--- config.mk ---
export PLATFORM = sky130hd
export DESIGN_NAME = soc_periph
export DESIGN_NICKNAME = d
export VERILOG_FILES = /design/src/verilog/soc_pkg.sv /design/src/verilog/periph_bus_if.sv /design/src/verilog/bus_decode.sv /design/src/verilog/uart_regs.sv /design/src/verilog/qpi_psram.sv /design/src/verilog/ctrl_regs.sv /design/src/verilog/soc_periph.sv
export SDC_FILE = /design/constraint.sdc
export NUM_CORES = 1
export LEC_CHECK = 0
export BUFFER_PORTS_ARGS = -buffer_cell sky130_fd_sc_hd__buf_2
export CAP_MARGIN = 20
export CORE_UTILIZATION = 40
export DETAILED_ROUTE_END_ITERATION = 8
export PLACE_DENSITY = 0.58
export SYNTH_ARGS = -nofsm -noshare
export SYNTH_HDL_FRONTEND = slang
export SYNTH_HIERARCHICAL = 1
export SYNTH_SLANG_ARGS = --single-unit
--- constraint.sdc ---
create_clock -name clk48m -period 5.9 [get_ports clk48m]
set_input_delay 1.18 -clock clk48m [delete_from_list [all_inputs] [get_ports clk48m]]
set_output_delay 1.18 -clock clk48m [all_outputs]
set_load 0.005 [all_outputs]
--- src/verilog/soc_pkg.sv ---
package soc_pkg;

	// Address map, bits 31..28 of the bus address
	typedef enum logic [3:0] {
		region_psram = 4'd0,
		region_uart  = 4'd1,
		region_ctrl  = 4'd2
	} region_e;

	localparam logic [31:0] unmapped_rdata = 32'hdeadbeef;

	// Quad-SPI PSRAM commands
	localparam logic [7:0] psram_cmd_read  = 8'heb; // Quad fast read
	localparam logic [7:0] psram_cmd_write = 8'h38; // Quad write

	localparam int psram_addr_bits = 24;
	localparam logic [3:0] psram_wait_cycles  = 4'd6;
	localparam logic [3:0] psram_cmd_nibbles  = 4'd2;
	localparam logic [3:0] psram_addr_nibbles = 4'd6;
	localparam logic [3:0] psram_data_nibbles = 4'd8;

	localparam logic [31:0] uart_div_reset = 32'd415; // 115200 baud at 48 MHz

	typedef enum logic [2:0] {
		qpi_idle,
		qpi_cmd,
		qpi_addr,
		qpi_wait,
		qpi_data,
		qpi_done
	} qpi_state_e;

	typedef enum logic [1:0] {
		tx_idle,
		tx_start,
		tx_bits,
		tx_stop
	} uart_tx_state_e;

endpackage

--- src/verilog/periph_bus_if.sv ---
interface periph_bus_if;
	logic        sel;
	logic [21:0] index; // Word index, address bits 23..2
	logic [31:0] wdata;
	logic [3:0]  wstrb;
	logic [31:0] rdata;
	logic        ready;

	modport master (
		output sel, index, wdata, wstrb,
		input  rdata, ready
	);

	modport slave (
		input  sel, index, wdata, wstrb,
		output rdata, ready
	);

endinterface

--- src/verilog/bus_decode.sv ---
module bus_decode (
	input  logic        mem_valid,
	input  logic [31:0] mem_addr,
	input  logic [31:0] mem_wdata,
	input  logic [3:0]  mem_wstrb,
	output logic [31:0] mem_rdata,
	output logic        mem_ready,
	periph_bus_if.master psram,
	periph_bus_if.master uart,
	periph_bus_if.master ctrl
);
	import soc_pkg::*;

	region_e region;

	assign region = region_e'(mem_addr[31:28]);

	assign psram.index = mem_addr[23:2];
	assign psram.wdata = mem_wdata;
	assign psram.wstrb = mem_wstrb;

	assign uart.index = mem_addr[23:2];
	assign uart.wdata = mem_wdata;
	assign uart.wstrb = mem_wstrb;

	assign ctrl.index = mem_addr[23:2];
	assign ctrl.wdata = mem_wdata;
	assign ctrl.wstrb = mem_wstrb;

	always_comb begin
		psram.sel = 1'b0;
		uart.sel = 1'b0;
		ctrl.sel = 1'b0;
		case (region)
			region_psram: begin
				psram.sel = mem_valid;
				mem_rdata = psram.rdata;
				mem_ready = psram.ready;
			end
			region_uart: begin
				uart.sel = mem_valid;
				mem_rdata = uart.rdata;
				mem_ready = uart.ready;
			end
			region_ctrl: begin
				ctrl.sel = mem_valid;
				mem_rdata = ctrl.rdata;
				mem_ready = ctrl.ready;
			end
			default: begin
				// Unmapped: answer at once so the CPU never hangs
				mem_rdata = unmapped_rdata;
				mem_ready = mem_valid;
			end
		endcase
	end

endmodule

--- src/verilog/uart_regs.sv ---
module uart_regs (
	input  logic clk48m,
	input  logic resetn,
	periph_bus_if.slave bus,
	output logic uart_tx,
	input  logic uart_rx
);
	import soc_pkg::*;

	logic [31:0]    div;
	uart_tx_state_e tx_state;
	logic [31:0]    tx_cnt;
	logic [2:0]     tx_bit;
	logic [7:0]     tx_shift;
	logic [1:0]     rx_sync;
	logic           rx_in;
	logic           rx_busy;
	logic [31:0]    rx_cnt;
	logic [31:0]    rx_target;
	logic [3:0]     rx_bit;
	logic [7:0]     rx_shift;
	logic [7:0]     rx_byte;
	logic           rx_valid;
	logic           div_sel;
	logic           dat_sel;
	logic           dat_we;
	logic           dat_re;
	logic           tx_busy;

	assign div_sel = bus.sel && bus.index[0];
	assign dat_sel = bus.sel && !bus.index[0];
	assign tx_busy = (tx_state != tx_idle);
	assign dat_we = dat_sel && bus.wstrb[0] && !tx_busy;
	assign dat_re = dat_sel && (bus.wstrb == 4'b0000);
	assign bus.ready = div_sel || (dat_sel && !(bus.wstrb[0] && tx_busy)); // Stall while sending
	assign bus.rdata = bus.index[0] ? div : (rx_valid ? {24'h0, rx_byte} : 32'hffff_ffff);

	always_ff @(posedge clk48m) begin
		if (!resetn) begin
			div <= uart_div_reset;
		end else if (div_sel) begin
			for (int i = 0; i < 4; i++) begin
				if (bus.wstrb[i]) begin
					div[8*i +: 8] <= bus.wdata[8*i +: 8];
				end
			end
		end
	end

	always_ff @(posedge clk48m) begin
		if (!resetn) begin
			tx_state <= tx_idle;
			uart_tx <= 1'b1;
			tx_cnt <= '0;
			tx_bit <= '0;
		end else begin
			case (tx_state)
				tx_idle: begin
					if (dat_we) begin
						tx_shift <= bus.wdata[7:0];
						uart_tx <= 1'b0; // Start bit
						tx_cnt <= '0;
						tx_state <= tx_start;
					end
				end
				tx_start: begin
					if (tx_cnt == div) begin
						tx_cnt <= '0;
						tx_bit <= '0;
						uart_tx <= tx_shift[0];
						tx_shift <= tx_shift >> 1;
						tx_state <= tx_bits;
					end else begin
						tx_cnt <= tx_cnt + 32'd1;
					end
				end
				tx_bits: begin
					if (tx_cnt == div) begin
						tx_cnt <= '0;
						if (tx_bit == 3'd7) begin
							uart_tx <= 1'b1; // Stop bit
							tx_state <= tx_stop;
						end else begin
							uart_tx <= tx_shift[0];
							tx_shift <= tx_shift >> 1;
							tx_bit <= tx_bit + 3'd1;
						end
					end else begin
						tx_cnt <= tx_cnt + 32'd1;
					end
				end
				tx_stop: begin
					if (tx_cnt == div) begin
						tx_state <= tx_idle;
					end else begin
						tx_cnt <= tx_cnt + 32'd1;
					end
				end
				default: tx_state <= tx_idle;
			endcase
		end
	end

	assign rx_in = rx_sync[1];
	assign rx_target = (rx_bit == 4'd0) ? {1'b0, div[31:1]} : div; // Half bit to mid start

	always_ff @(posedge clk48m) begin
		if (!resetn) begin
			rx_sync <= 2'b11;
			rx_busy <= 1'b0;
			rx_valid <= 1'b0;
			rx_cnt <= '0;
			rx_bit <= '0;
		end else begin
			rx_sync <= {rx_sync[0], uart_rx};
			if (dat_re) begin
				rx_valid <= 1'b0;
			end
			if (!rx_busy) begin
				if (!rx_in) begin
					rx_busy <= 1'b1;
					rx_cnt <= '0;
					rx_bit <= '0;
				end
			end else if (rx_cnt == rx_target) begin
				rx_cnt <= '0;
				if (rx_bit == 4'd0) begin
					if (rx_in) begin
						rx_busy <= 1'b0; // Glitch, not a start bit
					end else begin
						rx_bit <= 4'd1;
					end
				end else if (rx_bit == 4'd9) begin
					rx_busy <= 1'b0;
					if (rx_in) begin
						rx_byte <= rx_shift;
						rx_valid <= 1'b1;
					end
				end else begin
					rx_shift <= {rx_in, rx_shift[7:1]};
					rx_bit <= rx_bit + 4'd1;
				end
			end else begin
				rx_cnt <= rx_cnt + 32'd1;
			end
		end
	end

endmodule

--- src/verilog/qpi_psram.sv ---
module qpi_psram (
	input  logic       clk48m,
	input  logic       resetn,
	periph_bus_if.slave bus,
	output logic       psram_sclk,
	output logic       psram_nce,
	output logic [3:0] psram_sout,
	input  logic [3:0] psram_sin,
	output logic       psram_oe
);
	import soc_pkg::*;

	qpi_state_e                 state;
	logic [31:0]                osr;
	logic [31:0]                wbuf;
	logic [31:0]                ibuf;
	logic [3:0]                 nib_cnt;
	logic                       is_wr;
	logic                       idle_hold;
	logic [psram_addr_bits-1:0] byte_addr;
	logic                       wr_req;
	logic                       falling;

	assign byte_addr = {bus.index, 2'b00};
	assign wr_req = (bus.wstrb != 4'b0000);
	assign falling = psram_sclk; // Next toggle takes sclk low
	assign psram_sout = osr[31:28];
	assign bus.ready = (state == qpi_done);
	assign bus.rdata = ibuf;

	always_ff @(posedge clk48m) begin
		if (!resetn) begin
			state <= qpi_idle;
			psram_sclk <= 1'b0;
			psram_nce <= 1'b1;
			psram_oe <= 1'b0;
			osr <= '0;
			nib_cnt <= '0;
			is_wr <= 1'b0;
			idle_hold <= 1'b0;
		end else begin
			if (state != qpi_idle && state != qpi_done) begin
				psram_sclk <= !psram_sclk;
			end
			case (state)
				qpi_idle: begin
					idle_hold <= 1'b0;
					if (bus.sel && !idle_hold) begin
						if (wr_req && bus.wstrb != 4'b1111) begin
							state <= qpi_done; // Partial writes are dropped
						end else begin
							psram_nce <= 1'b0;
							psram_oe <= 1'b1;
							is_wr <= wr_req;
							nib_cnt <= '0;
							osr <= {wr_req ? psram_cmd_write : psram_cmd_read, byte_addr};
							wbuf <= bus.wdata;
							state <= qpi_cmd;
						end
					end
				end
				qpi_cmd: begin
					if (falling) begin
						osr <= osr << 4;
						nib_cnt <= nib_cnt + 4'd1;
						if (nib_cnt == psram_cmd_nibbles - 4'd1) begin
							nib_cnt <= '0;
							state <= qpi_addr;
						end
					end
				end
				qpi_addr: begin
					if (falling) begin
						osr <= osr << 4;
						nib_cnt <= nib_cnt + 4'd1;
						if (nib_cnt == psram_addr_nibbles - 4'd1) begin
							nib_cnt <= '0;
							if (is_wr) begin
								osr <= wbuf;
								state <= qpi_data;
							end else begin
								psram_oe <= 1'b0; // Hand the bus to the chip
								state <= qpi_wait;
							end
						end
					end
				end
				qpi_wait: begin
					if (falling) begin
						nib_cnt <= nib_cnt + 4'd1;
						if (nib_cnt == psram_wait_cycles - 4'd1) begin
							nib_cnt <= '0;
							state <= qpi_data;
						end
					end
				end
				qpi_data: begin
					if (!falling && !is_wr) begin
						ibuf <= {ibuf[27:0], psram_sin};
					end
					if (falling) begin
						osr <= osr << 4;
						nib_cnt <= nib_cnt + 4'd1;
						if (nib_cnt == psram_data_nibbles - 4'd1) begin
							psram_nce <= 1'b1;
							psram_oe <= 1'b0;
							state <= qpi_done;
						end
					end
				end
				qpi_done: begin
					idle_hold <= 1'b1; // Master still holds sel this cycle
					state <= qpi_idle;
				end
				default: state <= qpi_idle;
			endcase
		end
	end

endmodule

--- src/verilog/ctrl_regs.sv ---
module ctrl_regs (
	input  logic       clk48m,
	input  logic       resetn,
	periph_bus_if.slave bus,
	output logic [5:0] led,
	input  logic       qpi_sclk,
	input  logic       qpi_nce,
	input  logic [3:0] qpi_sout,
	input  logic       qpi_oe,
	output logic       psram_sclk,
	output logic       psram_nce,
	output logic [3:0] psram_sout,
	output logic       psram_oe
);

	logic [7:0] ovr;
	logic       ovr_en;

	always_ff @(posedge clk48m) begin
		if (!resetn) begin
			led <= '0;
			ovr <= '0;
		end else if (bus.sel && bus.wstrb[0]) begin
			if (bus.index == 22'd0) begin
				led <= bus.wdata[5:0];
			end else if (bus.index == 22'd1) begin
				ovr <= bus.wdata[7:0];
			end
		end
	end

	assign bus.ready = bus.sel;
	assign bus.rdata = (bus.index == 22'd0) ? {26'h0, led} :
		(bus.index == 22'd1) ? {24'h0, ovr} : 32'h0;

	// Bit 7 hands the PSRAM pins to software
	assign ovr_en = ovr[7];
	assign psram_oe = ovr_en ? ovr[6] : qpi_oe;
	assign psram_sclk = ovr_en ? ovr[5] : qpi_sclk;
	assign psram_nce = ovr_en ? ovr[4] : qpi_nce;
	assign psram_sout = ovr_en ? ovr[3:0] : qpi_sout;

endmodule

--- src/verilog/soc_periph.sv ---
module soc_periph (
	input  logic        clk48m,
	input  logic        resetn,
	input  logic        mem_valid,
	input  logic [31:0] mem_addr,
	input  logic [31:0] mem_wdata,
	input  logic [3:0]  mem_wstrb,
	output logic [31:0] mem_rdata,
	output logic        mem_ready,
	output logic [5:0]  led,
	output logic        uart_tx,
	input  logic        uart_rx,
	output logic        psram_sclk,
	output logic        psram_nce,
	output logic [3:0]  psram_sout,
	input  logic [3:0]  psram_sin,
	output logic        psram_oe
);

	periph_bus_if psram_bus ();
	periph_bus_if uart_bus ();
	periph_bus_if ctrl_bus ();

	logic       qpi_sclk; // Controller pins before the override mux
	logic       qpi_nce;
	logic [3:0] qpi_sout;
	logic       qpi_oe;

	bus_decode u_decode (
		.mem_valid (mem_valid),
		.mem_addr  (mem_addr),
		.mem_wdata (mem_wdata),
		.mem_wstrb (mem_wstrb),
		.mem_rdata (mem_rdata),
		.mem_ready (mem_ready),
		.psram     (psram_bus.master),
		.uart      (uart_bus.master),
		.ctrl      (ctrl_bus.master)
	);

	uart_regs u_uart (
		.clk48m  (clk48m),
		.resetn  (resetn),
		.bus     (uart_bus.slave),
		.uart_tx (uart_tx),
		.uart_rx (uart_rx)
	);

	qpi_psram u_psram (
		.clk48m     (clk48m),
		.resetn     (resetn),
		.bus        (psram_bus.slave),
		.psram_sclk (qpi_sclk),
		.psram_nce  (qpi_nce),
		.psram_sout (qpi_sout),
		.psram_sin  (psram_sin),
		.psram_oe   (qpi_oe)
	);

	ctrl_regs u_ctrl (
		.clk48m     (clk48m),
		.resetn     (resetn),
		.bus        (ctrl_bus.slave),
		.led        (led),
		.qpi_sclk   (qpi_sclk),
		.qpi_nce    (qpi_nce),
		.qpi_sout   (qpi_sout),
		.qpi_oe     (qpi_oe),
		.psram_sclk (psram_sclk),
		.psram_nce  (psram_nce),
		.psram_sout (psram_sout),
		.psram_oe   (psram_oe)
	);

endmodule

Word level (Yosys, flattened, before mapping)

Index checks and enable logic that the tools add are counted.

Register bits: 256
Output and inout port bits: 47

$add $sub $neg: 5
Equality and inequality tests: 44
Mux-type cells: 100
Bitwise logic cells: 4
Reduce and logical (&&, ||, !) cells: 60

Operators by type and width:

| kind                  | count |
|---|---|
| $mux 32               | 16 |
| $pmux 32 s3           | 3 |
| $add 32x1->32 const B | 2 |
| $eq 32x32->1          | 2 |
| $mux 4                | 14 |
| $mux 8                | 6 |
| $mux 3                | 14 |
| $mux 1                | 32 |
| $ne 2x1->1 const B    | 16 |
| $pmux 8 s3            | 1 |
| $eq 22x1->1 const B   | 1 |
| $logic_not 22->1      | 1 |
| $reduce_and 5->1      | 4 |
| $reduce_and 6->1      | 3 |
| $pmux 4 s4            | 1 |
| $reduce_and 4->1      | 4 |
| $pmux 3 s5            | 1 |
| $ne 2x2->1 const B    | 7 |
| $logic_and 1x1->1     | 12 |
| $logic_not 4->1       | 3 |
| $reduce_and 2->1      | 6 |
| $reduce_bool 3->1     | 4 |
| $mux 2                | 5 |
| $eq 3x3->1 const B    | 3 |
| 27 further kinds      | 52 |

Longest topological paths before layout

Word-level depth: 10
Gate-level depth with buffers: 13

Modules after synthesis

The synthesis kept the hierarchy.

By module, submodules not included:

| module     | times used | cells each | area each (um2) |
|---|---|---|---|
| uart_regs  | 1          | 908        | 7592.3 |
| qpi_psram  | 1          | 535        | 5138.7 |
| bus_decode | 1          | 307        | 2237.1 |
| ctrl_regs  | 1          | 115        | 992.2 |

Worst setup path after synthesis

No wires, ideal clock.

Path type: input port to flip-flop
From: input resetn
To: register u_psram.ibuf[0] (netlist: u_psram/bus.rdata[0]) (enable)
Library setup time: 501 ps
Arrival time: 4505 ps
Required time: 5399 ps
Path slack: 893 ps
Stages: 2
Buffers on the path: 0
Cells stage by stage: clkinv_1 > nor4_1

Longest elaborated chain between the ends: 1

Ends and longest elaborated chain:

| element                    | line            | source |
|---|---|---|
| start, declared            | soc_periph.sv:3 | `input logic resetn,` |
| $reduce_and 3->1 (no line) | -               |  |
| end signal, assigned       | qpi_psram.sv:99 | `ibuf <= {ibuf[27:0], psram_sin};` |
| end, declared              | qpi_psram.sv:16 | `logic [31:0] ibuf;` |

No other way between the ends.
A chain may end at the register's enable or synchronous reset.

Final worst setup path

From: input mem_addr[17]
To: output mem_rdata[4]

Longest elaborated chain between the ends: 4
Elaborated cells between the ends (all ways): 5

Ends and longest elaborated chain:

| element               | line               | source |
|---|---|---|
| start, declared       | soc_periph.sv:5    | `input logic [31:0] mem_addr,` |
| $eq 22x1->1           | ctrl_regs.sv:34    | `(bus.index == 22'd1) ? {24'h0, ovr} : 32'h0;` |
| $mux 8                | ctrl_regs.sv:34    |  |
| $mux 32 (*)           | ctrl_regs.sv:33    | `assign bus.rdata = (bus.index == 22'd0) ? {26'h0, led} :` |
| via ctrl_bus.rdata[4] | periph_bus_if.sv:6 | `logic [31:0] rdata;` |
| $pmux 32 s3 (*)       | bus_decode.sv:34   | `case (region)` |
| end, declared         | soc_periph.sv:8    | `output logic [31:0] mem_rdata,` |

The timed path passes the listed nets; every way through them passes the cells marked *.

==> results.cfg <==
[status]
status = complete, no violations

[final_layout]
nets = 1818
register_area_sq_um = 6010
multi_input_area_sq_um = 7740
antenna_cells = 0
drive_gt1_share_pct = 14.6
fillers = 3835
syn_to_final_growth_pct = 5.63
instances_no_fill = 2263

[drt]
routed_via_density = 5.65
drtIter0Drc = 1079
drc = 0
vias = 12800
drt-pass1-iter-count = 5
wl_um = 44900
postRouteAntennaNets = 0
wl_per_cell_um = 19.9

[global_route]
grt_pass1_vias = 11800
grt_usage_pct = 22.2
grt_overflow_total = 0
antenna_found_initial = 0
grt_max_degree = 81
grt_pass1_wl_um = 68800

[setup_path]
path_cells = buf_2 -> or4_4 -> nor4_4 -> nand2_1 -> nor2_1 -> mux2i_1 -> or2_0 -> a21oi_1 -> buf_2
crit_arrival_ns = 3.41
worst-setup-path-type = in -> out
worstSetupEndpointType = output pin
cp_slowest_cell = or4_4
crit_fanout = 6
cp_common_cell = buf_2
slowest_delay_ns = 0.56
cp.required_ns = 4.72
start_kind = primary input

[pwr]
cellPowerDensity_nw_per_um2 = 308
power_mw = 5.07
p_leak_nw = 6.35
vdd_drop_max_mv = 0.232

[job]
maxCapViolations = 0

[timing]
finalWorstSetupSlack_ns = 1.31
period_share_pct = 77.7
final-setup-viol-count = 0
finalSetupTns_ns = 0
grt_setup_unrepaired = no
fmax_mhz = 218
slew_headroom_pct = 31.8
tightestPinTransition_ns = 1.02
drv_slew = 0
hold_viol_final = 0
fin_skew_ns = 0.0294
finalCriticalPeriod_ns = 4.59

[logic_synthesis]
ys_warn_count = 6
syn_avg_cell_area_sq_um = 8.59
syn_area_sq_um = 15600
synth_cells = 1817

[clocking]
cts_tree = built
post_cts_buffers = 0
clkTransAtPathRegs_ns = 0.06
clockRootBuffer = clkbuf_16
cts.sinks = 256
cts-resized-gates = 0
clkLatencyLatePin_ns = 0.59
cts_hold_buf = 0
htreeDepth = 1
cts_max_path_buffers = 3
cts_buffers = 30

[floorplan]
ios = 123
dieWidth_um = 199
core_sq_um = 38000
fp.dieH_um = 199
start_util_pct = 41.0
fp.dieArea_sq_um = 39800
row_count = 71

[place]
dp.cells = 2207
gp_congestion = 0.962
io_buffers = 116
post-dp-hpwl_um = 32000
post-place-ws_ns = 1.32

[hold_path]
hp-class = reg -> reg
flip-flops by register name, summed over array words and instances (netlist names), 6 cells and up:
signal	count
u_psram/osr	32
u_uart/tx_shift	8
u_uart/rx_shift	8
u_psram/bus.rdata	32
u_uart/rx_cnt	32
u_ctrl/ovr	8
u_ctrl/led	6
u_uart/div	32
u_uart/tx_cnt	32
u_uart/rx_byte	8
u_psram/wbuf	32
report_power, final:
| group | internal, mW | total [mW] | switching, mW | leakage, nW |
|---|---|---|---|---|
| combinational | 0.349 | 0.974 | 0.625 | 3.66 |
| sequential | 1.94 | 2.04 | 0.103 | 2.15 |
| clock | 1.28 | 2.06 | 0.776 | 0.543 |
| total | 3.57 | 5.07 | 1.50 | 6.35 |
worst paths after layout:
path / from / end / slack, ns / cells past startpoint
max: mem_addr[17] / mem_rdata[4] / 1.31 / 9
min: u_uart/rx_sync[0] / u_uart/rx_sync[1] / 0.41 / 1
max reg2reg: u_uart/rx_bit[0] / u_uart/rx_byte[0] / 1.31 / 11
min reg2reg: u_uart/rx_sync[0] / u_uart/rx_sync[1] / 0.41 / 1
per-stage QoR:
stage               area, sq um  hold WS, ns  utilization (%)
floorplan                 15700        0.386                -
global placement          15300        0.390             40.4
detailed placement        15400        0.393             40.4
CTS                       16500        0.407             43.3
global route              16500        0.440             43.3
finish                    16500        0.405             43.3
area by class of cell:
cell class	count	area share, %
Multi-Input combinational cell	1242	47.0
Tap cell	511	3.88
Inverter	62	1.41
Sequential cell	256	36.5
Clock buffer	43	5.47
Clock inverter	13	1.33
Timing Repair Buffer	136	4.50
cell usage in the layout (no fill, tap or decap), types with 6 or more instances in the layout:
master     count
nor2b_1       29
and2_1        10
ha_1          14
clkbuf_8       6
and3_1        34
o221ai_1      24
clkbuf_16     32
nand2b_1      18
xor2_1        68
conb_1        24
or2_2          7
inv_1         60
nor2_1        87
edfxtp_1      88
and4_1         9
buf_2        115
o21ai_0      100
a31oi_1        9
nor3b_1        6
or3_1         10
o22ai_1       59
xnor2_1       23
nand2_1      230
o31ai_1        6
nor4_1        18
a21oi_1      135
a21o_1        11
nand3_1       45
nor3_1        20
buf_4         20
mux2_2        37
o211ai_1      14
nand4_1       19
mux2i_1       57
dfxtp_1      167
or2_0          8
a211o_1        8
a21boi_0      14
layer usage:
layer | vias up | track usage (%) | part of all wire [%] | wire [um]
li1 | 6101 | - | - | -
met4 | 0 | 8.54 | 3.7 | 1680
met5 | - | 0 | 0 | 0
met2 | 430 | 35.1 | 45 | 20400
met3 | 92 | 2.41 | 5.6 | 2530
met1 | 6164 | 31.0 | 45 | 20300
critical path, delay by kind of cell:
kind / cells / cell delay [ns]
AO/OA/AOI/OAI: 1 / 0.15
multiplexers: 1 / 0.10
buffers and inverters: 2 / 0.26
AND/OR/NAND/NOR: 5 / 1.71
Note: power is estimated with default switching activity, not from simulation.
